--- src/hdl/mist_defines.svh ---
`ifndef MIST_DEFINES_SVH
`define MIST_DEFINES_SVH

// ioctl byte address as sent by the io controller
`define IOCTL_AW 22

// rom store word address, 1024 words of 16 bits
`define ROM_AW 10

// video frame geometry in pixels and lines
`define H_TOTAL 64
`define V_TOTAL 32
`define HS_LEN 6
`define VS_LEN 2

// clk cycles per pixel
`define PXL_DIV 4

`endif

--- src/hdl/video_sync.sv ---
`timescale 1ns/10ps
`default_nettype none

`include "mist_defines.svh"

module video_sync (
    input  logic        clk,
    input  logic        rst,
    input  logic        hold,
    output logic        pxl_cen,
    output logic        hs,
    output logic        vs,
    output logic [31:0] frame_cnt
);

    localparam int DW = $clog2(`PXL_DIV);
    localparam int HW = $clog2(`H_TOTAL);
    localparam int VW = $clog2(`V_TOTAL);

    logic [DW-1:0] div;
    logic [HW-1:0] h_cnt;
    logic [HW-1:0] h_next;
    logic [VW-1:0] v_cnt;
    logic [VW-1:0] v_next;
    logic          line_end;
    logic          frame_wrap;

    always_comb begin
        line_end   = (h_cnt == HW'(`H_TOTAL - 1));
        h_next     = line_end ? '0 : h_cnt + 1'b1;
        v_next     = (v_cnt == VW'(`V_TOTAL - 1)) ? '0 : v_cnt + 1'b1;
        frame_wrap = pxl_cen && line_end && (v_next == '0);
    end

    always_ff @(posedge clk) begin
        if (rst || hold) begin
            div     <= '0;
            pxl_cen <= 1'b0;
            h_cnt   <= '0;
            v_cnt   <= '0;
            hs      <= 1'b1;
            vs      <= 1'b1;
        end else begin
            div     <= (div == DW'(`PXL_DIV - 1)) ? '0 : div + 1'b1;
            pxl_cen <= (div == DW'(`PXL_DIV - 1));
            if (pxl_cen) begin
                h_cnt <= h_next;
                // sync edges set on entering the line or frame start
                if (h_next == '0) begin
                    hs <= 1'b0;
                end else if (h_next == HW'(`HS_LEN)) begin
                    hs <= 1'b1;
                end
                if (line_end) begin
                    v_cnt <= v_next;
                    if (v_next == '0) begin
                        vs <= 1'b0;
                    end else if (v_next == VW'(`VS_LEN)) begin
                        vs <= 1'b1;
                    end
                end
            end
        end
    end

    // kept across a hold, cleared only by reset
    always_ff @(posedge clk) begin
        if (rst) begin
            frame_cnt <= '0;
        end else if (!hold && frame_wrap) begin
            frame_cnt <= frame_cnt + 32'd1;
        end
    end

    assert property (@(posedge clk) disable iff (rst)
        ($changed(hs) || $changed(vs)) |-> $past(pxl_cen) || $past(hold));

endmodule

`default_nettype wire

--- config.mk ---
export PLATFORM = sky130hd
export DESIGN_NAME = video_sync
export DESIGN_NICKNAME = d
export VERILOG_FILES = /design/src/hdl/video_sync.sv
export VERILOG_INCLUDE_DIRS = /design/src /design/src/hdl
export SDC_FILE = /design/constraint.sdc
export NUM_CORES = 1
export LEC_CHECK = 0
export BUFFER_PORTS_ARGS = -buffer_cell sky130_fd_sc_hd__buf_2
export CORE_MARGIN = 2
export CORE_UTILIZATION = 50
export DETAILED_ROUTE_END_ITERATION = 10
export GPL_ROUTABILITY_DRIVEN = 0
export PLACE_DENSITY_LB_ADDON = 0.1
export SKIP_CTS_REPAIR_TIMING = 1
export SYNTH_ARGS = -nofsm -noshare
export SYNTH_HDL_FRONTEND = slang
export SYNTH_SLANG_ARGS = --single-unit
--- constraint.sdc ---
create_clock -name clk -period 2.4 [get_ports clk]
set_clock_uncertainty 0.1 [all_clocks]
set_input_delay 0.72 -clock clk [delete_from_list [all_inputs] [get_ports clk]]
set_output_delay 0.72 -clock clk [all_outputs]
set_load 0.005 [all_outputs]
; Yosys cells after proc, flatten, opt, wreduce, memory -nomap -nowiden
; Cells that the tools add are included.
[totals]
out_inout_bits = 35
reg_bits = 48
in_bits = 3
word_cells = 35
[op_classes]
n_eq_ne = 5
n_reduce_logical = 13
muxes = 6
add_sub_neg = 4
[ops]
columns = operator, n
row1 = $add 32x1->32 const B, 1
row2 = $add 6x1->6 const B, 1
row3 = $eq 6x3->1 const B, 1
row4 = $eq 6x6->1 const B, 1
row5 = $logic_not 6->1, 1
row6 = $mux 6, 1
row7 = $add 5x1->5 const B, 1
row8 = $eq 5x2->1 const B, 1
row9 = $eq 5x5->1 const B, 1
row10 = $logic_not 5->1, 1
row11 = $mux 5, 1
row12 = $mux 1, 4
row13 = $reduce_and 2->1, 2
row14 = $reduce_bool 2->1, 2
row15 = $logic_and 1x1->1, 3
row16 = $reduce_and 3->1, 1
row17 = $add 2x1->2 const B, 1
row18 = $eq 2x2->1 const B, 1
row19 = $reduce_or 2->1, 1
row20 = $logic_not 1->1, 1
row21 = $logic_or 1x1->1, 1

; Longest topological paths before layout
[depth]
depth_word = 5
ltp_mapped = 10
depth_no_buf = 8

; Least setup slack after synthesis
; Ideal clock, no wire load.
[synth_timing]
kind = register to register
start = register v_cnt[0]
end = register frame_cnt[27]
t_arrival_ps = 2172
stages_incl_launch_ff = 10
t_required_ps = 2229
synth_period_minus_slack_ps = 2343
n_path_buf = 1
slack_ps = 57
setup_time_ps = 71
path_cell_list = dfxtp_1 > ha_1 > and3_1 > ha_1 > inv_1 > o2111a_4 > nand3b_4 > buf_6 > or4_1 > a21oi_1
[synth_via]
elab_chain_cells = 5
word_cells_on_any_way = 6
classes_between = 1 x add/sub / 1 x eq/ne / 1 x mux / 3 x reduce/logical
[synth_lines]
columns = element, line_no
row1 = start: declaration, video_sync.sv:23  ; logic [VW-1:0] v_cnt;
row2 = start signal: assignment, video_sync.sv:55  ; v_cnt <= v_next;
row3 = $add 5x1->5 / $eq 5x5->1 (equally long branches), video_sync.sv:31  ; v_next = (v_cnt == VW'(`V_TOTAL - 1)) ? '0 : v_cnt + 1'b1;
row4 = $mux 5 (*), video_sync.sv:31
row5 = net v_next[4], video_sync.sv:24  ; logic [VW-1:0] v_next;
row6 = $logic_not 5->1 (*), video_sync.sv:32  ; frame_wrap = pxl_cen && line_end && (v_next == '0);
row7 = $logic_and 1x1->1 (*), video_sync.sv:32
row8 = $logic_and 1x1->1 (*), video_sync.sv:70  ; end else if (!hold && frame_wrap) begin
row9 = end signal: assignment, video_sync.sv:71  ; frame_cnt <= frame_cnt + 32'd1;
row10 = end: declaration, video_sync.sv:13  ; output logic [31:0] frame_cnt
; The timed path passes the listed nets; every way through them passes the cells marked *.
; A chain may end at the register's enable or synchronous reset.

; Worst setup path after layout
[layout_timing]
start = register v_cnt[0]
end = register frame_cnt[25]
; The elaborated chain is that of the path after synthesis.

==> flow_summary.yaml <==
clock_tree:
  cts_root_buf: "sky130_fd_sc_hd__clkbuf_8"
  cts_num_sinks: 48
  clock_pin_transition_on_the_worst_setup_and_hold_timing_paths_ns: 0.09
  h-tree-depth: 2
  tritoncts: "built"
  clock_path_buffers: 2
  clock_insertion_delay_worst_skew_ns: 0.30
  cts_made_buffers: 5
global_route:
  vias_in_the_first_global_route: 2008
  grt_antenna_before_repair: 0
  globalRouteOverflowTotal: 0
  grt_first_pass_wirelength_microns: 8921
  maximum_number_of_pins_on_one_net_before_global_route_repair: 33
  groute.usage.overall: 0.2101
pwr:
  power_per_cell_area_nw_per_um2: 466.6
  max-vdd-ir-drop_uv: 328.7
  total_leakage_power_nw: 1.082
layout:
  ff_latch_area_sq_um: 960.9
  layout-drive-gt1-share: 0.2149
  nNetsFinal: 346
  post_layout_nonfiller_instances: 389
  antennaDiodeCount: 0
  multi_input_comb_area_sq_um: 1356
  number_of_filler_cells_placed_in_the_layout: 435
  syn_to_final_growth_pct: 19.16
yosys:
  synthMostInstantiatedCell: "sky130_fd_sc_hd__dfxtp_1"
  postSynthCellCount: 284
  synth_edf_count: 0
  synthDominantAreaCellType: "sky130_fd_sc_hd__dfxtp_1"
  async_flop_share: 0
  synth_largest_type_area_fraction: 0.4042
  ys_types: 41
  synth_warn: 0
  synthTopCellsByCount: "sky130_fd_sc_hd__dfxtp_1, sky130_fd_sc_hd__a21oi_1, sky130_fd_sc_hd__nor2_1"
  ys_ff_latch: 48
  ys_seq_area_frac: 0.4042
  synth_area_per_cell_sq_um: 8.371
  synth_area_sq_um: 2377
  synth_top_cells_by_area: "sky130_fd_sc_hd__dfxtp_1, sky130_fd_sc_hd__a21oi_1, sky130_fd_sc_hd__ha_1"
  synth_fp_nets: 296
  synth_top_flop_cell: "sky130_fd_sc_hd__dfxtp_1"
job:
  maxCapViolCount: 0
critical_path:
  crit_family: "simple AND/OR/NAND/NOR gates"
  path_cells: "ha_1 > and3_1 > ha_4 > inv_1 > o2111a_4 > nand3b_2 > or4_1 > a21oi_1"
  setup.worst_path.start_class: "flop"
  critical_path.max_fanout: 8
  cp_data_arrival_time_ns: 2.43
  worst-endpoint-required_ns: 2.53
  endpoint_kind: "flop"
  cpMaxStageDelayCell: "sky130_fd_sc_hd__or4_1"
  path_class: "flop to flop"
  crit_buf_inv: 1
  critical_path.max_stage_delay_ns: 0.50
routing:
  vias_per_cell: 5.730
  dr_total_vias: 2229
  dr.first_iter.drc_count: 156
  route.final.wire_length_microns: 5272
  drc_errors: 0
  routed_length_per_placed_instance_microns: 13.55
  drt_pre_antenna_iters: 4
  drt.antenna.violating_nets: 0
sta:
  drv_slew: 0
  setup_tns_ns: 0
  period_minus_slack_ns: 2.293
  setup_viol: 0
  worst_pin_slew_ns: 0.4496
  hold_viol: 0
  timing.slew.headroom: 0.6977
  fmax_ghz: 0.4360
  final.period_utilization: 0.9556
placed_design:
  numPlacedInstances: 376
  placement.io_buffers: 37
  dp_hpwl_microns: 3525
die:
  die_width_microns: 72.96
  core-area_sq_um: 4661
  floorplan.die.height_microns: 72.96
  floorplan.initialDensity: 0.5101
  boundaryPins: 38
  core.rowCount: 25
  total_die_area_sq_um: 5322
hold_path:
  timing.hold.worst.class: "flop to flop"
status:
  outcome: "completed"
[cell usage in the layout, fill, tap and decap left out, types with 5 or more instances in the layout]
cell type	Yosys	final
sky130_fd_sc_hd__nand4_1	9	9
sky130_fd_sc_hd__inv_1	10	10
sky130_fd_sc_hd__nor2_1	26	26
sky130_fd_sc_hd__or4_1	13	13
sky130_fd_sc_hd__ha_1	9	8
sky130_fd_sc_hd__a21oi_1	37	37
sky130_fd_sc_hd__or3_1	14	14
sky130_fd_sc_hd__nand3_1	12	11
sky130_fd_sc_hd__nand2_1	22	22
sky130_fd_sc_hd__buf_4	1	16
sky130_fd_sc_hd__buf_2	2	37
sky130_fd_sc_hd__dfxtp_1	48	48
sky130_fd_sc_hd__xor2_1	6	6
sky130_fd_sc_hd__o21ai_0	18	18
sky130_fd_sc_hd__clkbuf_8	0	6
sky130_fd_sc_hd__o31ai_1	13	13
sky130_fd_sc_hd__and3_1	5	5
[worst reg2reg max path, stage by stage (launching register included)]
cell and delay [ns]:
sky130_fd_sc_hd__dfxtp_1 0.32, sky130_fd_sc_hd__ha_1 0.20, sky130_fd_sc_hd__and3_1 0.21, sky130_fd_sc_hd__ha_4 0.21
sky130_fd_sc_hd__inv_1 0.08, sky130_fd_sc_hd__o2111a_4 0.28, sky130_fd_sc_hd__nand3b_2 0.18, sky130_fd_sc_hd__or4_1 0.50
sky130_fd_sc_hd__a21oi_1 0.15
[per-layer routing]
metal  GRT usage  share of wire  routed length [microns]
met1      0.2694           0.47                     2452
met2      0.3495           0.49                     2559
met3     0.05249          0.040                      210
met4     0.06173         0.0093                       49
met5           0              0                        0
[sequential cells by signal, indices dropped and copies added (netlist names)]
| signal | flops |
|---|---|
| pxl_cen | 1 |
| h_cnt | 6 |
| vs | 1 |
| v_cnt | 5 |
| frame_cnt | 32 |
| div | 2 |
| hs | 1 |
[through the flow]
stage / power (mW) / cell area [sq um] / hold WS, ns / worst slack, ns / utilization
2_1_floorplan: 0.8310 / 2377 / 0.3084 / 0.05741 / -
3_3_place_gp: 0.8367 / 2673 / 0.3217 / 0.02455 / 0.5734
3_5_place_dp: 0.8370 / 2673 / 0.3311 / -0.02187 / 0.5734
4_1_cts: 1.343 / 2766 / 0.3438 / -0.04132 / 0.5936
5_1_grt: 1.373 / 2833 / 0.3629 / -0.01850 / 0.6078
6_report: 1.322 / 2833 / 0.3375 / 0.1067 / 0.6078
[power breakdown]
| part | total (mW) | switching [mW] | leakage (nW) | internal [mW] |
|---|---|---|---|---|
| sequential | 0.798 | 0.000757 | 0.387 | 0.797 |
| clock | 0.504 | 0.270 | 0.0445 | 0.235 |
| combinational | 0.0195 | 0.0144 | 0.651 | 0.00513 |
| total | 1.32 | 0.285 | 1.08 | 1.04 |
[logic make-up after synthesis]
family,after synthesis,synth area share
flops,48,0.4042
compound gates,76,0.1879
buf+inv,23,0.04211
xor+xnor,8,0.02947
fa+ha+maj,9,0.04737
mux,3,0.01789
simple gates,117,0.2711
[final timing paths]
path | startpoint | end | slack [ns] | depth (start not counted)
hold reg to reg | div[0]$_SDFF_PP0_ | div[0]$_SDFF_PP0_ | 0.34 | 1
hold / removal | div[0]$_SDFF_PP0_ | div[0]$_SDFF_PP0_ | 0.34 | 1
setup / recovery | v_cnt[0]$_SDFFE_PP0N_ | frame_cnt[25]$_SDFFE_PP0P_ | 0.11 | 8
setup reg to reg | v_cnt[0]$_SDFFE_PP0N_ | frame_cnt[25]$_SDFFE_PP0P_ | 0.11 | 8
[area by class of cell]
class	count	area share
multi-input combinational	215	0.4788
sequential	48	0.3392
timing repair buffer	54	0.1117
clock buffer	7	0.03048
tap	54	0.02385
inverter	10	0.01325
clock inverter	1	0.002650
Power figures use the tool's default switching activity.
