$ cat src/hdl/spi_byte_rx.sv
`timescale 1ns/10ps
`default_nettype none

module spi_byte_rx (
    input  logic       clk,
    input  logic       rst,
    input  logic       spi_sck,
    input  logic       spi_ss2,
    input  logic       spi_di,
    output logic [7:0] rx_byte,
    output logic       rx_valid,
    output logic       frame_start
);

    logic [1:0] sck_sync;
    logic [1:0] ss2_sync;
    logic [1:0] di_sync;
    logic       sck_d;
    logic       ss2_d;
    logic       ss2_fall;
    logic       sck_rise_q;
    logic       di_q;
    logic [7:0] shreg;
    logic [2:0] bit_cnt;
    logic       byte_done;

    assign ss2_fall = ~ss2_sync[1] & ss2_d;

    // sck and ss2 cross into clk here, ss2 idles high
    always_ff @(posedge clk) begin
        if (rst) begin
            sck_sync   <= 2'b00;
            ss2_sync   <= 2'b11;
            sck_d      <= 1'b0;
            ss2_d      <= 1'b1;
            sck_rise_q <= 1'b0;
        end else begin
            sck_sync   <= {sck_sync[0], spi_sck};
            ss2_sync   <= {ss2_sync[0], spi_ss2};
            sck_d      <= sck_sync[1];
            ss2_d      <= ss2_sync[1];
            sck_rise_q <= sck_sync[1] & ~sck_d & ~ss2_sync[1];
        end
    end

    // di follows the same two flops so it lines up with the sck edge
    always_ff @(posedge clk) begin
        di_sync <= {di_sync[0], spi_di};
        di_q    <= di_sync[1];
        if (sck_rise_q) begin
            shreg <= {shreg[6:0], di_q};
        end
        if (byte_done) begin
            rx_byte <= shreg;
        end
    end

    always_ff @(posedge clk) begin
        if (rst) begin
            bit_cnt     <= 3'd0;
            byte_done   <= 1'b0;
            rx_valid    <= 1'b0;
            frame_start <= 1'b0;
        end else begin
            byte_done   <= 1'b0;
            rx_valid    <= byte_done;
            frame_start <= ss2_fall;
            if (ss2_sync[1] || ss2_fall) begin
                bit_cnt <= 3'd0;
            end else if (sck_rise_q) begin
                bit_cnt   <= bit_cnt + 3'd1;
                byte_done <= (bit_cnt == 3'd7);
            end
        end
    end

    // a byte only completes while the frame is open
    assert property (@(posedge clk) disable iff (rst)
        rx_valid |-> !ss2_sync[1]);

endmodule

`default_nettype wire

$ cat config.mk
export PLATFORM = sky130hd
export DESIGN_NAME = spi_byte_rx
export DESIGN_NICKNAME = d
export VERILOG_FILES = /design/src/hdl/spi_byte_rx.sv
export SDC_FILE = /design/constraint.sdc
export NUM_CORES = 1
export LEC_CHECK = 0
export BUFFER_PORTS_ARGS = -buffer_cell sky130_fd_sc_hd__buf_2
export CAP_MARGIN = 10
export CORE_MARGIN = 1.5
export CORE_UTILIZATION = 52
export CTS_CLUSTER_DIAMETER = 80
export DETAILED_ROUTE_END_ITERATION = 8
export PLACE_DENSITY_LB_ADDON = 0.08
export SYNTH_ARGS = -nofsm -noshare
export SYNTH_HDL_FRONTEND = slang
export SYNTH_SLANG_ARGS = --single-unit
$ cat constraint.sdc
create_clock -name clk -period 1.2 [get_ports clk]
set_clock_uncertainty 0.05 [all_clocks]
set_input_delay 0.24 -clock clk [delete_from_list [all_inputs] [get_ports clk]]
set_output_delay 0.24 -clock clk [all_outputs]
set_load 0.01 [all_outputs]
# ---- Word level (Yosys, flattened, before mapping)
# Index checks and enable logic that the tools add are counted.
dict set report op_classes {
  add_sub_neg 1
  eq_ne 1
  bitwise_logic 6
  n_reduce_logical 3
}
# op count
set op_table {}
lappend op_table {{3-bit by 1-bit adder with 3-bit output, second input constant} 1}
lappend op_table {{1-bit bitwise AND} 3}
lappend op_table {{3-bit == test, second input constant} 1}
lappend op_table {{1-bit NOT} 3}
lappend op_table {{3-bit OR reduction} 1}
lappend op_table {{2-bit OR reduction} 1}
lappend op_table {{1-bit logical OR} 1}
dict set report word_totals {
  register_bits 32
  output_inout_bits 10
  wordCells 24
}

# ---- Depth between registers and ports, before layout
# Gate-level depths: netlist of the first run.
dict set report logic_depth {
  ltp_word 4
  ltp_mapped 4
  mapped_depth_nobuf 4
}

# ---- Least setup slack after synthesis of the first run
# No wires, ideal clock.
dict set report synth_path {
  path_kind {reg-to-reg}
  startpoint {reg bit_cnt[0]}
  endpoint {reg bit_cnt[2]}
  t_arrival_ns 0.907
  required_ns 1.035
  slack_ns 0.128
  stages_incl_launch_ff 5
  period_less_slack_ns 1.072
  path_cell_list {dfxtp_1 > ha_1 > ha_1 > mux2i_1 > nor2_1}
}
dict set report synth_between {
  elab_chain_cells 1
}
# item line
set synth_rtl {}
lappend synth_rtl {{start, declared} 24} ;# logic [2:0] bit_cnt;
lappend synth_rtl {{start signal, assigned} 71} ;# bit_cnt <= bit_cnt + 3'd1;
lappend synth_rtl {{3-bit by 1-bit adder with 3-bit output} 71}
# No other way between the ends.
# A chain may end at the register's enable or synchronous reset.

# ---- Worst setup path in the final report of the first run
# Same ends and word-level chain as after synthesis.

==> results of run 1 <==
[worst min-delay path by stage]
stage                from     endpoint  slack [ps]  cells after the start
2_1_floorplan      spi_di   di_sync[0]         220                      0
3_3_place_gp   di_sync[1]         di_q         260                      0
3_5_place_dp   di_sync[0]   di_sync[1]         260                      0
4_1_cts           spi_ss2  ss2_sync[0]          40                      2
5_1_grt           spi_ss2  ss2_sync[0]          30                      2
6_report          spi_ss2  ss2_sync[0]          60                      2
[flip-flops by register name (all words and copies together) (netlist names), 2 cells and up]
name / cells
bit_cnt: 3
di_sync: 2
rx_byte: 8
ss2_sync: 2
shreg: 8
sck_sync: 2
[area by class of cell]
cell class / instances / area, um2 / area share (%)
inverters: 1 / 3.754 / 0.3344
repair buffers: 16 / 87.58 / 7.804
flip-flops and latches: 32 / 800.8 / 71.35
clock inverters: 1 / 5.005 / 0.4459
well taps: 25 / 31.28 / 2.787
multi-input cells: 20 / 148.9 / 13.27
clock buffers: 7 / 45.04 / 4.013
[report_power, final]
part	switching [uW]	leakage (uW)	internal [uW]	total, uW
sequential	3.89	0.000275	1150	1160
combinational	8.17	0.000139	13.6	21.8
clock	303	0.0000293	228	531
[critical path: cells and delay by family (launching register included)]
family                     cells  cell delay, ps
adders and majority gates      2             460
DFF                            1             330
muxes                          1             130
and+or+nand+nor                1              50
[through the flow]
stage / total power, uW / utilization [%]
5_1_grt: 1791 / 65.00
3_3_place_gp: 1200 / 61.52
6_report: 1708 / 65.00
4_1_cts: 1744 / 65.00
3_5_place_dp: 1201 / 61.52
2_1_floorplan: 1189 / -
[cell families after synthesis]
family	count (synthesis)
DFF	32
adders and majority gates	2
xor gates and xnor gates	1
and+or+nand+nor	15
buffers and inverters	1
muxes	2
[layer usage]
layer	global-route usage, %	share of wire (%)	vias to the layer above
met4	6.857	0.93	0
met1	10.70	47	206
met3	9.524	3.7	2
met2	16.34	48	13
met5	0	0	-
li1	-	-	228
[placed cells by master (no fill, tap or decap), types with 2 or more instances in the layout]
cell type,n
ha_1,2
nor2_1,5
clkbuf_4,5
dfxtp_1,16
edfxtp_1,16
or2_1,3
buf_2,14
and2b_1,4
mux2i_1,2
clkbuf_1,2
[timing repair]
item,4_1_cts,5_1_grt
gates resized for setup,0,0
hold buffers,1,0
endpoints found under the hold margin,1,0
buffers inserted,0,0
==> impl_metrics.yaml, run 1 <==
critical_path:
  crit_fanout: 2
  path_cells: "ha_1 -> ha_1 -> mux2i_1 -> nor2_1"
  cpPeakStageDelay_ps: 330
  timing.rr.start: "bit_cnt[0]"
  reg2reg_depth: 4
  critPathArrivalTime_ps: 1270
  critPathLaunch: "bit_cnt[0]"
  cpMaxStageDelayCell: "dfxtp_1"
  crit_top_cell: "ha_1"
  cp-endpoint: "bit_cnt[2]"
  startpoint_type: "flop"
  rr_endpoint: "bit_cnt[2]"
  worst_setup_path_end_kind: "flop"
  crit_type: "reg -> reg"
  crit_required_ps: 1360
  r2r_slack_ps: 90
timing:
  final-hold-violation-count: 0
  fin_crit_ps: 1113
  min_period_over_period_pct: 92.78
  final_max_slew_viol_count: 0
  worstMarginPinSlew_ps: 355.0
  rsz0062_at_grt: "no"
  fmax_mhz: 898.2
  finalSetupViolCount: 0
  slew_headroom_pct: 76.30
  setup_slack_ps: 86.68
  holdWs_ps: 58.31
  setup-tns-final_ps: 0
route:
  avgViaCountPerCell: 4.402
  dr.pass1.iters: 2
  first_iter_violations: 3
  drtAntennaViolNets: 0
  vias: 449
  routed_wl_um: 967
  drc: 0
  routedWlPerCell_um: 9.480
grt:
  grt_max_degree: 13
  grt_pass1_wl_um: 1462
  grt_usage_pct: 11.25
  antenna_found_initial: 0
  grt_overflow: 0
  grt_pass1_vias: 366
yosys:
  synth_cell_type_count: 12
  syn-num-nets: 60
  synth_edf_count: 16
  ys_warn_count: 0
  synth_top_family_by_area: "simple AND/OR/NAND/NOR gates"
  syn_avg_cell_area_um2: 17.99
  yosys.area.top_type: "edfxtp_1"
  synth.top_cell.area_share_pct: 50.39
  synth.area.mux_share_pct: 2.100
  synth-seq-cells: 32
  synthTopCellsByArea: "edfxtp_1 (50%), dfxtp_1 (34%), and2b_1 (3.1%)"
  synthAdderAreaFrac_pct: 2.625
  async_reset_ff_share_pct: 0
  synth_cells: 53
  synth-simple-area-share_pct: 9.974
  synth-seq-area-share_pct: 83.99
  synth_top_cells_by_count: "dfxtp_1 (16), edfxtp_1 (16), nor2_1 (5), and2b_1 (4), or2_1 (3)"
  synth-xor-area-share_pct: 0.9186
  synth_area_um2: 953.4
  synth_compound_area_share_pct: 0
  synth_ff_type: "edfxtp_1"
final_layout:
  drive_gt1_share_pct: 29.87
  final_area_mm2: 0.001122
  nFillCells: 141
  fin_nets: 83
  antenna-diode-count: 0
  layout.cells.non_filler: 102
  syn_to_final_growth_pct: 17.72
flow_run:
  cap_violations: 0
floorplan:
  core-area_mm2: 0.001727
  initial_core_util_pct: 55.22
  row_count: 15
  num_io_pins: 15
  fp.dieH_um: 45.82
  die_area_mm2: 0.002099
  die_x_um: 45.82
clocking:
  tritoncts: "built"
  clock_path_buffers: 2
  insertion_delay_ps: 310
  cts_buffers: 5
  cts-htree-levels: 2
  clkSinkCount: 32
  cts_root_buf: "clkbuf_4"
  path_clk_slew_ps: 80
place:
  io_buffers: 14
  gp_congestion: 0.6791
  placed_area_mm2: 0.001062
  place_ws_ps: 89.18
  dpl.cell_count: 93
run_status:
  status: "finished, final reports clean"
power:
  p_leak_uw: 0.0004432
  power_density_mw_per_mm2: 1522
  irDropWorstVdd_mv: 1.020
worst_hold_path:
  hold_class: "in -> reg"
Power figures use the tool's default switching activity.
==> inputs of run 2 (changes only) <==
--- a/config.mk
+++ b/config.mk
@@ -11,7 +11,8 @@
 export CORE_UTILIZATION = 52
 export CTS_CLUSTER_DIAMETER = 80
 export DETAILED_ROUTE_END_ITERATION = 8
-export PLACE_DENSITY_LB_ADDON = 0.08
+export HOLD_SLACK_MARGIN = 0.08
+export PLACE_DENSITY = 0.74
 export SYNTH_ARGS = -nofsm -noshare
 export SYNTH_HDL_FRONTEND = slang
 export SYNTH_SLANG_ARGS = --single-unit
==> run 2 against run 1 <==
Compared with the run above:
- routed wire length rose by 10%
- maximum frequency is 0.53% lower
- register-to-register slack is essentially flat
- final cell count increased by 2.0%
- power rose by 0.76%
- worst setup slack got worse by 6.0 ps
- via count up 2.4%
- utilization up 1.2 points
- global-route usage grew 1.7 points
- die area unchanged
- critical path depth fell by 3
- critical endpoint is now rx_byte[1]
==> impl_metrics.yaml, run 2 (same netlist as run 1, synthesis figures left out) <==
critical_path:
  cpPeakStageDelay_ps: 370
  startpoint_type: "flop"
  critPathTopFamily: "flip-flops"
  path_cells: "buf_2"
  critPathArrivalTime_ps: 830
  path_buf_inv: 1
  cpMaxStageDelayCell: "edfxtp_1"
  crit_required_ps: 910
  crit_fanout: 1
  crit_type: "reg -> out"
  worst_setup_path_end_kind: "primary output"
grt:
  grt_pass1_wl_um: 1745
  grt_usage_pct: 12.94
  antenna_found_initial: 0
  grt_overflow: 0
  grt_max_degree: 13
  grt_pass1_vias: 436
clocking:
  cts_buffers: 5
  cts-htree-levels: 2
  clock_path_buffers: 2
  clkSinkCount: 32
  path_clk_slew_ps: 90
  insertion_delay_ps: 310
  cts_root_buf: "clkbuf_4"
  tritoncts: "built"
power:
  totalPowerFinal_uw: 1721
  power_density_mw_per_mm2: 1505
  irDropWorstVdd_mv: 0.9537
  p_leak_uw: 0.0004547
final_layout:
  layout_common_cells: "dfxtp_1 (16), edfxtp_1 (16), buf_2 (14)"
  reg_top3: "rx_byte (8), shreg (8), bit_cnt (3)"
  antenna-diode-count: 0
  layout.area.seq_um2: 800.8
  syn_to_final_growth_pct: 19.95
  multi_input_comb_area_um2: 148.9
  fin_nets: 85
  nFillCells: 138
  final_area_mm2: 0.001144
  drive_gt1_share_pct: 30.38
route:
  dr.pass1.iters: 2
  wl_met2_um: 493
  avgViaCountPerCell: 4.423
  dr.max_layer_used: "met3"
  wl_met1_um: 504
  drtAntennaViolNets: 0
  drc: 0
  vias: 460
  routed_wl_um: 1066
  routedWlPerCell_um: 10.25
  route.met3.wl_um: 68
  first_iter_violations: 10
floorplan:
  initial_core_util_pct: 55.22
  die_x_um: 45.82
  die_area_mm2: 0.002099
  row_count: 15
  fp.dieH_um: 45.82
  num_io_pins: 15
  core-area_mm2: 0.001727
timing:
  fmax_mhz: 893.4
  holdWs_ps: 150.2
  worstMarginPinSlew_ps: 366.4
  fin_crit_ps: 1119
  rsz0062_at_grt: "no"
  min_period_over_period_pct: 93.27
  final-hold-violation-count: 0
  slew_headroom_pct: 75.54
  final_max_slew_viol_count: 0
  finalSetupViolCount: 0
  setup-tns-final_ps: 0
place:
  placed_area_mm2: 0.001062
  gp_congestion: 0.6598
  io_buffers: 14
flow_run:
  cap_violations: 0
worst_hold_path:
  hold_class: "in -> reg"
run_status:
  status: "finished, final reports clean"
run 2: timing repair:
item                                   CTS  global route
setup buffers                            0             0
hold buffers                             3             0
gates resized for setup                  0             0
endpoints found under the hold margin    3             0
run 2: routing by layer:
metal	vias up	GRT usage [%]
met5	-	0
met4	0	8.571
met2	14	19.15
met1	213	13.12
li1	233	-
met3	0	8.730
run 2: worst paths after layout:
check | from | end | slack, ps | cells after the start
max reg2reg | bit_cnt[0] | bit_cnt[2] | 90 | 4
min | rst | ss2_sync[1] | 150 | 2
min reg2reg | di_sync[1] | di_q | 280 | 0
max | rx_byte[1] | rx_byte[1] | 80 | 1
run 2: layout make-up:
class                   instances  area share [%]
flip-flops and latches         32           70.02
multi-input cells              20           13.02
repair buffers                 18           9.409
clock buffers                   5           3.282
well taps                      25           2.735
clock inverters                 3           1.203
inverters                       1          0.3282
run 2: power breakdown:
part / switching (uW) / internal [uW] / leakage, uW
sequential: 4.26 / 1150 / 0.000275
clock: 324 / 214 / 0.0000324
combinational: 9.10 / 17.8 / 0.000147
total: 337 / 1380 / 0.000455
run 2: stage by stage:
| step | std cells | utilization, % | worst slack (ps) |
|---|---|---|---|
| floorplan | 53 | - | 128.1 |
| global placement | 93 | 61.52 | 115.7 |
| detailed placement | 93 | 61.52 | 74.20 |
| CTS | 104 | 66.23 | 56.07 |
| global route | 104 | 66.23 | 11.53 |
| finish | 104 | 66.23 | 80.73 |
