## config.mk

```make
export PLATFORM = sky130hd
export DESIGN_NAME = ioctl_download
export DESIGN_NICKNAME = d
export VERILOG_FILES = /design/src/hdl/mist_pkg.sv /design/src/hdl/ioctl_download.sv
export VERILOG_INCLUDE_DIRS = /design/src /design/src/hdl
export SDC_FILE = /design/constraint.sdc
export NUM_CORES = 1
export LEC_CHECK = 0
export BUFFER_PORTS_ARGS = -buffer_cell sky130_fd_sc_hd__buf_2
export CAP_MARGIN = 20
export CORE_MARGIN = 2
export CORE_UTILIZATION = 53
export DETAILED_ROUTE_END_ITERATION = 10
export PLACE_DENSITY = 0.83
export SLEW_MARGIN = 20
export SYNTH_ARGS = -nofsm -noshare
export SYNTH_HDL_FRONTEND = slang
export SYNTH_SLANG_ARGS = --single-unit
```

## constraint.sdc

```tcl
create_clock -name clk -period 4.1 [get_ports clk]
set_clock_uncertainty 0.15 [all_clocks]
set_input_delay 0.205 -clock clk [delete_from_list [all_inputs] [get_ports clk]]
set_output_delay 0.205 -clock clk [all_outputs]
set_load 0.02 [all_outputs]
```

## src/hdl/mist_defines.svh

```systemverilog
`ifndef MIST_DEFINES_SVH
`define MIST_DEFINES_SVH

// ioctl byte address as sent by the io controller
`define IOCTL_AW 22

// rom store word address, 1024 words of 16 bits
`define ROM_AW 10

// video frame geometry in pixels and lines
`define H_TOTAL 64
`define V_TOTAL 32
`define HS_LEN 6
`define VS_LEN 2

// clk cycles per pixel
`define PXL_DIV 4

`endif

```

## src/hdl/mist_pkg.sv

```systemverilog
`default_nettype none

`include "mist_defines.svh"

package mist_pkg;

    // first byte of an SS2 frame
    localparam logic [7:0] CMD_DL_CTRL = 8'h54;
    localparam logic [7:0] CMD_DL_DATA = 8'h55;

    // position inside the current SS2 frame
    typedef enum logic [1:0] {
        IDLE,
        CMD,
        CTRL_ARG,
        DATA
    } dl_state_t;

    typedef logic [`IOCTL_AW-1:0] ioctl_addr_t;

endpackage

`default_nettype wire

```

## src/hdl/ioctl_download.sv

```systemverilog
`timescale 1ns/10ps
`default_nettype none

module ioctl_download (
    input  logic                  clk,
    input  logic                  rst,
    input  logic [7:0]            rx_byte,
    input  logic                  rx_valid,
    input  logic                  frame_start,
    output logic                  downloading,
    output logic                  ioctl_wr,
    output mist_pkg::ioctl_addr_t ioctl_addr,
    output logic [7:0]            ioctl_data
);

    mist_pkg::dl_state_t state;

    always_ff @(posedge clk) begin
        if (rst) begin
            state       <= mist_pkg::IDLE;
            downloading <= 1'b0;
            ioctl_wr    <= 1'b0;
            ioctl_addr  <= '0;
        end else begin
            ioctl_wr <= 1'b0;
            // advance once the previous write has gone out
            if (ioctl_wr) begin
                ioctl_addr <= ioctl_addr + 1'b1;
            end
            if (frame_start) begin
                state <= mist_pkg::CMD;
            end else if (rx_valid) begin
                case (state)
                    mist_pkg::CMD: begin
                        if (rx_byte == mist_pkg::CMD_DL_CTRL) begin
                            state <= mist_pkg::CTRL_ARG;
                        end else if (rx_byte == mist_pkg::CMD_DL_DATA && downloading) begin
                            state <= mist_pkg::DATA;
                        end else begin
                            // unknown command or data with no load running
                            state <= mist_pkg::IDLE;
                        end
                    end
                    mist_pkg::CTRL_ARG: begin
                        downloading <= (rx_byte != 8'h00);
                        if (rx_byte != 8'h00) begin
                            ioctl_addr <= '0;
                        end
                        state <= mist_pkg::IDLE;
                    end
                    mist_pkg::DATA: begin
                        ioctl_wr <= 1'b1;
                    end
                    default: begin
                        state <= mist_pkg::IDLE;
                    end
                endcase
            end
        end
    end

    // write data is sampled with the strobe
    always_ff @(posedge clk) begin
        if (rx_valid && state == mist_pkg::DATA) begin
            ioctl_data <= rx_byte;
        end
    end

    // writes only happen during a load
    assert property (@(posedge clk) disable iff (rst)
        ioctl_wr |-> downloading);

endmodule

`default_nettype wire

```

# After elaboration in Yosys (flattened, before gate mapping)
# Cells that the tools add are included.
# word_totals
regBits	34
latchBits	0
mem_bits_rw	0
mem_bits_ro	0
input_bits	12
out_inout_bits	32
wordCells	36
n_memories	0
# classes
n_addsub	1
n_mul	0
n_div	0
order_cmp	0
eq_ne	6
shift	0
n_mux	11
bitwise	3
reduce_logical	9
# op_table
op	n
22-bit two-way mux	5
22-bit by 1-bit adder with 22-bit output (second input constant)	1
8-bit by 7-bit equality test with 1-bit output (second input constant)	2
8-bit nonzero test	1
2-bit equality test (second input constant)	2
2-bit two-way mux	2
2-bit case mux with 2 select lines	1
2-bit AND reduction	2
1-bit two-way mux	3
1-bit NOT	3
3-bit AND reduction	1
3-bit OR reduction	1
2-bit by 1-bit equality test with 1-bit output (second input constant)	1
1-bit logical AND	2
2-bit != test (second input constant)	1
2-bit nonzero test	1
2-bit OR reduction	1

# Logic depth before layout (Yosys ltp)
# Gate-level depths: netlist (run 1).
# depth
ltp_word	7
mapped_depth	6

# Worst setup path after synthesis (run 1)
# No wires, ideal clock.
# synth_path
path_type	reg2reg
startpoint	reg ioctl_addr[0]
endpoint	reg ioctl_addr[18]
setup_time_ns	0.070
arrival_time_ns	1.951
setup_slack_ns	1.929
stages_incl_launch_ff	7
n_path_buf	1
period_less_slack_ns	2.171
cell_sequence	dfxtp_1 > ha_1 > nand4_1 > or4_1 > buf_2 > or3_1 > a21oi_1
# synth_via
elab_chain_cells	6
# synth_rtl
item	line	source
start, declared	ioctl_download.sv:12	output mist_pkg::ioctl_addr_t ioctl_addr,
start signal, assigned	ioctl_download.sv:28	ioctl_addr <= ioctl_addr + 1'b1;
22-bit by 1-bit adder with 22-bit output *	ioctl_download.sv:28	
22-bit two-way mux *	ioctl_download.sv:27	if (ioctl_wr) begin
22-bit two-way mux	ioctl_download.sv:46	if (rx_byte != 8'h00) begin
22-bit two-way mux	ioctl_download.sv:33	case (state)
22-bit two-way mux	ioctl_download.sv:32	end else if (rx_valid) begin
22-bit two-way mux *	ioctl_download.sv:30	if (frame_start) begin
# Mark *: on every way between the ends. The rest lies on a longest branch, timed or not.
# A chain may end at the register's enable or synchronous reset.

# Final worst setup path (run 1)
# Ends and elaborated chain as after synthesis.

==> summary.md, run 1 <==
The run finished with clean final reports. Dividing total power by cell area gives a power density of 294 nW/um2. For hold timing, the worst endpoint is ioctl_addr[17]. The worst setup path is launched from a flip-flop. The clock latency on the worst-skew pair was 0.34 ns; the number of ports placed on the die boundary was 44.

The fraction of layout cells with a size suffix above 1 was 0.257; the number of clock sinks seen by CTS was 34. The timing-limited maximum frequency is 0.454 GHz, and the per-cell routed wire length is 13.6 um. The Yosys step of the flow raised 0 warnings.

The final RePlAce weighted congestion is 0.799. The setup total negative slack is 0 ns. The top-area cell type share of the netlist area works out to 0.364.

Yosys attributes the largest share of cell area to dfxtp_1 36%, edfxtp_1 17%, xnor2_1 5.5%. The number of antenna diodes in the final layout is 0. The portion of the post-synthesis area used by sequential elements was 0.531. The synthesized netlist occupies a cell area of 1430 um2. The via count of the first global-routing pass is 1245, and the largest net degree at the start of global routing is 23.

The initial standard-cell utilization of the core is 0.567. Leaving out filler cells and counting taps, the final layout contains 236. Summed over all layers, the routed wires come to 3200 um. STA puts the critical path data required time at 4.22 ns. The tools report the number of standard-cell rows in the floorplan as 18. The core region is 2520 um2. The run gives 3130 um2 as the full die area. Across the run, the number of max-cap violations was 0. The clock period could shrink to 2.20 ns. At the pin with the least slew margin, the transition time is 0.743 ns. In this run, CTS created clock tree buffers numbering 5.

The total power was 0.540 mW. The critical path goes through ha_1, nand4_1, or4_1, or3_1, a21oi_1. After synthesis, the mean cell area works out to 9.74 um2. The startpoint of the lowest-slack hold path was ioctl_addr[17]. CTS built an H-tree with a depth of 2.

The clock-pin slew on the worst setup and hold paths came out at 0.10 ns. The startpoint of the worst-slack reg-to-reg timing path is ioctl_addr[0]. Count of instances resized after the clock tree is built: 0. The area overhead of the layout relative to synthesis came out at 28.3%. Vertical die dimension: 56.0 um. The synthesized design contains 34 register bits. The first global-routing pass estimated 5530 um of wire.

On the worst path, the slowest cell contributes a delay of 0.59 ns. In the layout the commonest cells are 43 x buf_2, 26 x dfxtp_1, 16 x nor2_1. The run gives 1840 um2 as the total non-filler cell area in the finished layout.

Leading cell type in the layout, fill and taps excluded: buf_2. The final layout contains 218 nets. For this design the static power due to leakage is 0.731 nW. The headroom to the max-slew limit is 0.505. For this run, design rule violations remaining after detail routing come to 0. Net count after synthesis: 160. The die is 56.0 um wide. The remaining antenna violation count came out at 0.

The tools report the post-synthesis cell type count as 32. Setup repair after global routing left no endpoint under its margin. The total count of max-transition violations in the final report is 0, and the all-layer global routing usage is 0.224. The number of cells in the design after placement was 216; the number of cells produced by synthesis was 147. CTS placed an instance of clkbuf_4 at the clock tree root. Startpoint-to-endpoint class of the critical path: reg2reg.

The worst IR drop on VDD came out at 0.234 mV. The number of endpoints with negative hold slack in the final report was 0; the initial antenna violation count was 0. Along the worst hold path, the cell count comes to 2.

The slowest stage of the critical path belongs to the cell or4_1. The HPWL reported at the end of detailed placement was 2210 um. STA puts the critical path data arrival time at 2.32 ns.

The worst hold path class was reg2reg. The run gives 4 as the number of iterations in the first detailed-routing pass. STA classifies the critical path endpoint as a flip-flop. In this run the worst path has a maximum fanout of 7. In this run the tool buffered the top-level ports with 43 buffer cells.

The period utilization was 0.537. The tools report the number of DRC violations after detailed-routing iteration 0 as 40. The routed layout has 1291 vias. After detailed placement, the total cell area comes to 1670 um2. The overall overflow remaining after global route was 0. The tools report the worst reg2reg path endpoint as ioctl_addr[18].

Setup violations remaining at the end of the flow were counted as 0. Worst setup slack for register-to-register paths: 1.90 ns. The tools report the number of buffers on the longest clock path as 2.

The number of cells on the worst reg-to-reg path was 5. Summed over all instances, the cell type with the most area after synthesis is dfxtp_1. Average vias per placed instance: 5.47.

TritonCTS built the clock tree.
-- cell families (layout without fill, tap and decap cells) --
kind of cell             Yosys count  after routing  synth area share
multiplexers                       1              1           0.00699
AO/OA/AOI/OAI                     24             24            0.0979
XOR/XNOR                          12             12            0.0734
AND/OR/NAND/NOR                   65             65             0.253
buffers and inverters             10             69            0.0280
adder cells (fa/ha/maj)            1              1           0.00874
flip-flops                        34             34             0.531
-- sequential cells by signal, indices dropped and copies added (netlist names) --
signal and count:
ioctl_data 8, ioctl_wr 1, downloading 1, ioctl_addr 22
state 2
-- synth_stat cells --
master,n
a2111oi_0,1
a21oi_1,12
a31o_2,2
a41o_1,1
a41oi_1,1
and2_1,3
and3_1,3
and4_1,1
buf_2,2
clkbuf_1,2
dfxtp_1,26
edfxtp_1,8
ha_1,1
inv_1,6
mux2i_1,1
nand2_1,6
nand2b_1,2
nand3_1,4
nand3_2,1
nand4_1,7
nand4_2,1
nand4bb_1,1
nor2_1,16
nor3_1,4
nor3b_1,1
nor4_1,5
o21ai_0,7
or2_0,1
or3_1,7
or4_1,2
xnor2_1,9
xor2_1,3
-- power by group --
| part | total, mW | internal [mW] | leakage (nW) | switching [mW] |
|---|---|---|---|---|
| logic | 0.0230 | 0.0127 | 0.420 | 0.0104 |
| clock network | 0.174 | 0.0643 | 0.0297 | 0.110 |
| registers | 0.344 | 0.343 | 0.281 | 0.000734 |
-- worst max-delay path: cells and delay by family (launching register included) --
family          cells  cell delay [ns]
flops               1             0.44
simple gates        3             1.22
compound gates      1             0.14
fa+ha+maj           1             0.20
-- per-stage QoR --
step / hold WS (ns) / setup WS [ns] / util
2_1_floorplan: 0.127 / 1.93 / -
3_3_place_gp: 0.247 / 2.01 / 0.661
3_5_place_dp: 0.250 / 1.94 / 0.661
4_1_cts: 0.357 / 1.77 / 0.728
5_1_grt: 0.389 / 1.69 / 0.728
6_report: 0.355 / 1.90 / 0.728
-- worst max-delay path by stage --
| stage | start | endpoint | slack [ns] | cells after the start |
|---|---|---|---|---|
| final | ioctl_addr[0] | ioctl_addr[18] | 1.90 | 5 |
| after global routing | ioctl_addr[0] | ioctl_addr[20] | 1.69 | 5 |
| after CTS | rx_byte[1] | ioctl_addr[15] | 1.77 | 6 |
| after detailed placement | ioctl_addr[0] | ioctl_addr[16] | 1.94 | 5 |
| after global placement | ioctl_addr[0] | ioctl_addr[18] | 2.01 | 5 |
| after floorplan | ioctl_addr[0] | ioctl_addr[18] | 1.93 | 6 |
-- layer usage --
layer | part of all wire | track usage | vias to the layer above
li1 | - | - | 649
met1 | 0.43 | 0.278 | 603
met2 | 0.49 | 0.365 | 33
met3 | 0.058 | 0.0698 | 6
met4 | 0.014 | 0.0816 | 0
met5 | 0 | 0 | -
-- layout make-up --
type | count | area [um2]
Sequential cell | 34 | 761
Inverter | 6 | 22.5
Multi-Input combinational cell | 103 | 631
Fill cell | 196 | 686
Timing Repair Buffer | 55 | 335
Tap cell | 30 | 37.5
Clock buffer | 6 | 41.3
Clock inverter | 2 | 8.76
-- repair_timing --
item / in CTS / in global routing
hold buffers: 12 / 0
buffers inserted: 0 / 0
endpoints found under the hold margin: 12 / 0
Power figures use the tool's default switching activity.
==> run 2: changes to the inputs <==
--- a/config.mk
+++ b/config.mk
@@ -9,9 +9,9 @@
 export BUFFER_PORTS_ARGS = -buffer_cell sky130_fd_sc_hd__buf_2
 export CAP_MARGIN = 20
 export CORE_MARGIN = 2
-export CORE_UTILIZATION = 53
+export CORE_UTILIZATION = 50
 export DETAILED_ROUTE_END_ITERATION = 10
-export PLACE_DENSITY = 0.83
+export PLACE_DENSITY = 0.79
 export SLEW_MARGIN = 20
 export SYNTH_ARGS = -nofsm -noshare
 export SYNTH_HDL_FRONTEND = slang
==> constraint.sdc (replaced) <==
create_clock -name clk -period 2.08 [get_ports clk]
set_clock_uncertainty 0.15 [all_clocks]
set_input_delay 0.104 -clock clk [delete_from_list [all_inputs] [get_ports clk]]
set_output_delay 0.104 -clock clk [all_outputs]
set_load 0.02 [all_outputs]
==> run 2 against run 1 <==
Effect of this change:
- non-clock buffer count increased by 10
- total power increased by 110%
- routed wire length increased by 11%
- critical path depth increased by 2
- final area increased by 5.4%
- flip-flop and latch count unchanged
- first-iteration DRC count increased by 15%
- sequential share of layout area decreased by 1.9 points
- sequential power increased by 97%
- global-route usage increased by 0.24 points
- combinational power increased by 120%
- largest cell class unchanged
- highest routed layer unchanged
==> summary.md, run 2 (synthesis gave the netlist of run 1 again) <==
The run finished with clean final reports. For the clock latency on the worst-skew pair, the log shows 0.34 ns (about the same). The tools report the timing-limited maximum frequency as 0.510 GHz.

The top fanout value on the critical path was 22 (+15). Worst setup slack for register-to-register paths: 0.13 ns (-1.77 ns). The full die area is 3310 um2 (+5.6%), and the vertical die dimension is 57.5 um (+2.7%).

For the count of filler cells inserted in the layout, the log shows 202 (+3.1%). The worst IR drop on VDD was 0.510 mV (+120%); the headroom to the max-slew limit was 0.673 (+0.168). In this run the critical register-to-register path is launched from ioctl_addr[2]. The number of ports placed on the die boundary was 44 (unchanged); the total non-filler cell area in the finished layout was 1940 um2 (+5.4%).

Number of DRC violations after detailed-routing iteration 0: 46 (+15%). Overall via count from detail_route: 1409 (+9.1%). The tools report the number of clock sinks seen by CTS as 34 (unchanged). Number of CTS-inserted buffers: 5 (unchanged).

The power density of the placed cells came out at 574 nW/um2 (+95%). The tools report the maximum level of the CTS H-tree as 2 (unchanged). The all-layer global routing usage is 0.226 (+0.00242).

The run gives 2.08 ns (-0.24 ns) as the data arrival time at the worst-slack endpoint. The worst setup path is of the in2reg kind. The number of cells on the worst reg-to-reg path was 4 (-1); the number of buffers on the longest clock path was 2 (unchanged).

The post-CTS setup buffer count came out at 0 (unchanged). Kind of capture point of the worst setup path: a flip-flop. The logs give 2.20 ns (-2.02 ns) for the required time at the worst-slack endpoint and 1750 um2 (+4.7%) for the area after detailed placement.

The worst-margin pin slew was 0.486 ns (-0.257 ns); the total count of max-transition violations in the final report was 0 (unchanged). Leading cell type in the layout, fill and taps excluded: buf_2. In the layout the commonest cells are 43 x buf_2, 23 x dfxtp_1, 16 x nor2_1. Average vias per placed instance: 5.70 (+4.3%). The worst hold path cell count is 3 (+1), and the initial standard-cell utilization of the core is 0.524 (-0.0439). The max-cap violation count is 0 (unchanged). The final RePlAce weighted congestion is 0.844 (+5.6%). The number of nets in the final layout was 228 (+4.6%). Setup repair after global routing left no endpoint under its margin. The tools report the worst min-delay path endpoint as state[1].

The die extent in x came out at 57.5 um (+2.7%). Fraction of layout cells with a size suffix above 1: 0.319 (+0.0622). In the final layout, the registers with the most flip-flops are ioctl_addr x22, ioctl_data x8, state x2.

The logs give 5710 um (+3.3%) for the wire length of the first global-routing pass and 0 (unchanged) for the number of endpoints with negative hold slack in the final report. The tools report the overall overflow remaining after global route as 0 (unchanged). CTS placed an instance of clkbuf_4 at the clock tree root. For the total wire length after detailed routing, the log shows 3540 um (+11%). Core area: 2730 um2 (+8.4%). In this run the worst setup path begins at rx_byte[1].

The number of standard-cell rows in the floorplan is 19 (+1), and the DRC violations left is 0 (unchanged). The register with the most flip-flops was ioctl_addr. The remaining antenna violation count is 0 (unchanged), and the period utilization is 0.943. STA classifies the critical path startpoint as an input port.

The clock-pin slew on the worst setup and hold paths was 0.10 ns (about the same); the initial antenna violation count was 0 (unchanged). The flip-flop count of the largest register after layout was 22 (unchanged); the HPWL reported at the end of detailed placement was 2400 um (+8.9%). The per-cell routed wire length is 14.3 um (+5.6%), and the number of endpoints failing setup at the final stage is 0 (unchanged). The startpoint of the lowest-slack hold path is frame_start. The worst hold path class was in2reg.

The reported leakage power was 0.788 nW (+7.8%); the largest net degree at the start of global routing was 23 (unchanged). Worst reg2reg path endpoint: ioctl_addr[17]. Compared with the post-synthesis result, the final layout area differs by 35.3%. The run gives 0 (unchanged) as the number of antenna cells inserted. For the finished layout, the period the worst path requires is 1.96 ns. TritonCTS built the clock tree.

The number of iterations in the first detailed-routing pass is 4 (unchanged), and the via count of the first global-routing pass is 1330 (+6.8%). The count of input and output buffers was 43 (unchanged). The setup total negative slack was 0 ns (unchanged).
## run 2: cell types whose count changed in the layout (fill, tap and decap cells not counted), sizes merged
cell / previous run / this run
buf: 43 / 53
clkinv: 2 / 1
clkbuf: 6 / 7
## run 2: repair_timing
action | 4_1_cts | 5_1_grt
resized for setup | 0 | 3
hold buffers | 12 | 0
endpoints found under the setup margin | 0 | 21
endpoints found under the hold margin | 12 | 0
## run 2: worst max-delay path by stage
stage | endpoint | slack [ns]
6_report | ioctl_addr[12] | 0.12
3_3_place_gp | ioctl_addr[18] | 0.21
2_1_floorplan | ioctl_addr[18] | 0.02
4_1_cts | ioctl_addr[17] | 0.08
3_5_place_dp | ioctl_addr[18] | 0.11
5_1_grt | ioctl_addr[17] | 0.003
## run 2: layout make-up
| class | instances | area [um2] | area share |
|---|---|---|---|
| flip-flops and latches | 34 | 764 | 0.395 |
| clock buffers | 7 | 55.1 | 0.0284 |
| repair buffers | 65 | 410 | 0.212 |
| well taps | 31 | 38.8 | 0.0200 |
| inverters | 6 | 22.5 | 0.0116 |
| multi-input cells | 103 | 641 | 0.331 |
| clock inverters | 1 | 5.00 | 0.00258 |
## run 2: worst max-delay path, stage by stage
cell and delay, ns:
dlygate4sd3_1 0.54, buf_2 0.14, nor4_2 0.49, a21oi_1 0.18, or2_0 0.26, buf_4 0.22
nor2_1 0.15
## run 2: metal layers
layer  vias to the layer above  global-route usage  wire (um)
met3                         8              0.0703        188
met1                       685               0.241       1410
met4                         0              0.0930         59
li1                        673                   -          -
met5                         -                   0          0
met2                        43               0.409       1880
## run 2: power breakdown
| group | leakage [nW] | internal (mW) | switching [mW] |
|---|---|---|---|
| logic | 0.469 | 0.0265 | 0.0234 |
| registers | 0.283 | 0.676 | 0.00116 |
| clock network | 0.0353 | 0.164 | 0.221 |
## run 2: through the flow
| stage | hold slack [ns] | power [mW] | std cells | utilization | setup slack, ns |
|---|---|---|---|---|---|
| CTS | 0.340 | 1.11 | 247 | 0.704 | 0.0836 |
| finish | 0.359 | 1.11 | 247 | 0.708 | 0.119 |
| global route | 0.351 | 1.15 | 247 | 0.708 | 0.00331 |
| floorplan | 0.0264 | 0.703 | 147 | - | 0.0208 |
| detailed placement | 0.152 | 0.722 | 227 | 0.638 | 0.115 |
| global placement | 0.146 | 0.721 | 227 | 0.638 | 0.207 |
==> run 3: changes to the inputs <==
--- a/config.mk
+++ b/config.mk
@@ -6,10 +6,11 @@
 export SDC_FILE = /design/constraint.sdc
 export NUM_CORES = 1
 export LEC_CHECK = 0
+export ABC_AREA = 1
 export BUFFER_PORTS_ARGS = -buffer_cell sky130_fd_sc_hd__buf_2
 export CAP_MARGIN = 20
 export CORE_MARGIN = 2
-export CORE_UTILIZATION = 50
+export CORE_UTILIZATION = 51
 export DETAILED_ROUTE_END_ITERATION = 10
 export PLACE_DENSITY = 0.79
 export SLEW_MARGIN = 20
==> run 3 against run 2 <==
Effect of this change:
- synthesized cell count increased by 40%
- first-iteration DRC count increased by 70%
- critical path depth increased by 2
- global-route usage about the same
- die area increased by 8.7%
- setup slack improved by 0.28 ns
- fmax increased by 17%
- final area increased by 5.0%
- critical path type unchanged
- largest cell class unchanged
- largest power group unchanged
==> summary.md, run 3 <==
Maximum level of the CTS H-tree: 2 (unchanged). Cell family with the largest share of critical-path delay: buffers and inverters. The power density of the placed cells is 602 nW/um2 (+4.8%). Share of async-settable or async-resettable flops after synthesis: 0 (unchanged). The synthesized-area fraction occupied by adder cells is 0.00784 (-0.000904), and the top-area cell type share of the netlist area is 0.326 (-0.0376). By instance count, the leading cell after synthesis is nor2_1. The worst-margin pin slew is 0.617 ns (+0.131 ns). The setup slack after placement is 0.540 ns (+0.425 ns), and the synthesized-area fraction occupied by xor and xnor cells is 0.0494 (-0.0241). The tools report the largest net degree at the start of global routing as 15 (-35%). The library cells used most frequently in the layout, excluding fill and tap cells, are 47 x nor2_1, 43 x buf_2, 42 x nand2_1. The number of antenna cells inserted came out at 0 (unchanged).

STA classifies the critical path startpoint as an input port. For the overall overflow remaining after global route, the log shows 0 (unchanged). The worst setup path is captured at a flip-flop.

The share of the synthesized area in compound gates (AO/OA/AOI/OAI) came out at 0.0313 (-0.0666). The max-cap violation count was 0 (unchanged). The total wire length after detailed routing came out at 3670 um (+3.7%). The mean post-synth cell area is 7.75 um2 (-20%).

The library cell used most frequently in the layout, excluding fill and tap cells, is nor2_1. The logs give 1840 um2 (+5.5%) for the area after detailed placement and 2540 um (+5.5%) for the HPWL reported at the end of detailed placement. The tools report the initial standard-cell utilization of the core as 0.532 (+0.00810). The run gives 0 (unchanged) as the count of warnings emitted by yosys.

The tools report the count of instances resized after the clock tree is built as 0 (unchanged). Final RePlAce weighted congestion: 0.851 (+0.87%). The number of synthesized flops with an enable pin was 8 (unchanged); the flip-flop count of the largest register after layout was 22 (unchanged).

The initial antenna violation count came out at 0 (unchanged). The biggest area contributor in the post-synthesis netlist is dfxtp_1. The number of endpoints failing setup at the final stage is 0 (unchanged), and the remaining antenna violation count is 0 (unchanged). The tools report the timing-limited maximum frequency as 0.596 GHz (+17%).

Among all flip-flop cells after synthesis, the most frequent one is dfxtp_1. The via count of the first global-routing pass was 1401 (+5.3%). The path class of the tightest hold or removal check is in2reg. The tools report the final instance count without filler cells as 300 (+21%).

The vertical die dimension is 60.0 um (+4.3%), and the data arrival time at the worst-slack endpoint is 1.81 ns (-0.27 ns). The full die area is 3590 um2 (+8.7%), and the total count of max-transition violations in the final report is 0 (unchanged). Post-CTS setup buffer count: 0 (unchanged). Walking the worst path, the cells encountered are dlygate4sd3_1, buf_2, nor2_1, nand2_1, nor2_1, nor2_1, nor2_4, inv_2, nor3_1. Share of the core filled with cells: 0.678 (-0.0310). For the core area, the log shows 3000 um2 (+9.8%).

The overall via count from detail_route was 1535 (+8.9%). Share of cell area taken by muxes after synthesis: 0.00627 (-0.000723). The number of buffers on the longest clock path is 2 (unchanged), and the hold buffer count at cts is 11 (-1). In the final layout, the registers with the most flip-flops are ioctl_addr x22, ioctl_data x8, state x2. The number of cells produced by synthesis is 206 (+40%). Setup repair after global routing left no endpoint under its margin. The tools report the setup slack after layout as 0.403 ns (+0.284 ns). The number of cells in the design after placement was 281 (+24%).

The portion of the post-synthesis area used by sequential elements is 0.476 (-0.0550), and the worst IR drop on VDD is 0.546 mV (+7.1%). The count of filler cells inserted in the layout was 267 (+32%); the largest stage delay on the critical path was 0.54 ns (about the same). Wire length of the first global-routing pass: 5990 um (+5.0%). The DRC violations left was 0 (unchanged); the area overhead of the layout relative to synthesis was 27.4%. The total non-filler cell area in the finished layout was 2030 um2 (+5.0%). The reported leakage power is 0.895 nW (+14%), and the number of iterations in the first detailed-routing pass is 4 (unchanged). The flow ran to the end, and the final reports show no timing, DRC or antenna violations. The logs give 0.587 (-0.0860) for the headroom to the max-slew limit and 34 (unchanged) for the number of clock sinks seen by CTS. The register with the most flip-flops is ioctl_addr.

The count of input and output buffers came out at 43 (unchanged). TritonCTS built the clock tree. The shortest period the worst path allows works out to 1.68 ns (-0.284 ns). The period utilization works out to 0.806 (-0.137). The number of DRC violations after detailed-routing iteration 0 is 78 (+70%), and the number of nets in the final layout is 279 (+22%).

The total power was 1.22 mW (+10%); the number of CTS-inserted buffers was 5 (unchanged). The all-layer global routing usage is 0.227 (+0.000465). For the required time at the worst-slack endpoint, the log shows 2.21 ns (about the same). The top fanout value on the critical path is 14 (-36%), and the number of ports placed on the die boundary is 44 (unchanged). The logs give 0.0515 ns (-0.308 ns) for the worst hold-check slack and 22 (-31%) for the post-synthesis cell type count.

The area share of and/or/nand/nor cells after synthesis came out at 0.370 (+0.116). By count the netlist is led by 47 x nor2_1, 42 x nand2_1, 26 x dfxtp_1, 20 x inv_1, 9 x nand4_1. In this design, the critical path's most frequently occurring cell is nor2_1. The clock-pin slew on the worst setup and hold paths works out to 0.11 ns (about the same).

The net count after synthesis is 219 (+37%), and the critical path buffer and inverter count is 3 (unchanged). For the number of standard-cell rows in the floorplan, the log shows 20 (+1). For the setup total negative slack, the log shows 0 ns (unchanged).

The synthesized area is 1600 um2 (+12%), and the fraction of layout cells with a size suffix above 1 is 0.255 (-0.0648). The clock latency on the worst-skew pair is 0.35 ns (about the same), and the per-cell routed wire length is 12.2 um (-15%). By area the synthesized netlist is led by dfxtp_1 33%, edfxtp_1 15%, nor2_1 11%. By area, the combinational part of the netlist is dominated by simple AND/OR/NAND/NOR gates.

The average vias per placed instance came out at 5.12 (-10%). The worst setup path is of the in2reg kind. The slowest cell on the critical path was dlygate4sd3_1. The root buffer cell chosen for the clock tree is clkbuf_4.

The number of synthesized register bits is 34 (unchanged), and the die extent in x is 60.0 um (+4.3%). The number of endpoints with negative hold slack in the final report was 0 (unchanged).
[run 3: layout make-up]
class                           instances  area, um2  share of cell area
Tap cell                               33       41.3              0.0203
Sequential cell                        34        761               0.374
Clock buffer                            5       37.5              0.0185
Clock inverter                          3       45.0              0.0221
Multi-Input combinational cell        149        742               0.365
Timing Repair Buffer                   54        325               0.160
Inverter                               22       82.6              0.0406
[run 3: power breakdown]
part	switching, mW	total, mW	leakage (nW)	internal [mW]
combinational	0.0276	0.0538	0.576	0.0262
clock	0.242	0.494	0.0374	0.252
sequential	0.00111	0.677	0.281	0.676
[run 3: layer usage]
layer | vias to the layer above | track usage | wire (um)
li1 | 779 | - | -
met1 | 704 | 0.235 | 1480
met2 | 40 | 0.418 | 1950
met3 | 12 | 0.0584 | 155
met4 | 0 | 0.108 | 95
met5 | - | 0 | 0
[run 3: path summary, 6_finish.rpt]
| path | startpoint | end | slack [ns] | depth (start not counted) |
|---|---|---|---|---|
| setup / recovery | rx_byte[1] | ioctl_addr[0] | 0.40 | 9 |
| hold / removal | rx_valid | state[1] | 0.05 | 5 |
| setup reg to reg | ioctl_addr[1] | ioctl_addr[20] | 0.51 | 8 |
| hold reg to reg | ioctl_addr[0] | ioctl_addr[0] | 0.37 | 2 |
[run 3: worst register-to-register path, cell delays in order (launching register included)]
cell	delay, ns
dfxtp_1	0.39
ha_1	0.17
nand2_2	0.10
nor2_4	0.18
nand2_2	0.10
nor2_1	0.15
nand4_1	0.11
nand2_1	0.08
nor2_1	0.04
[run 3: kinds of logic after synthesis]
group                    after synthesis
multiplexers                           1
buffers and inverters                 23
adder cells (fa/ha/maj)                1
XOR/XNOR                               9
AO/OA/AOI/OAI                         10
AND/OR/NAND/NOR                      128
flip-flops                            34
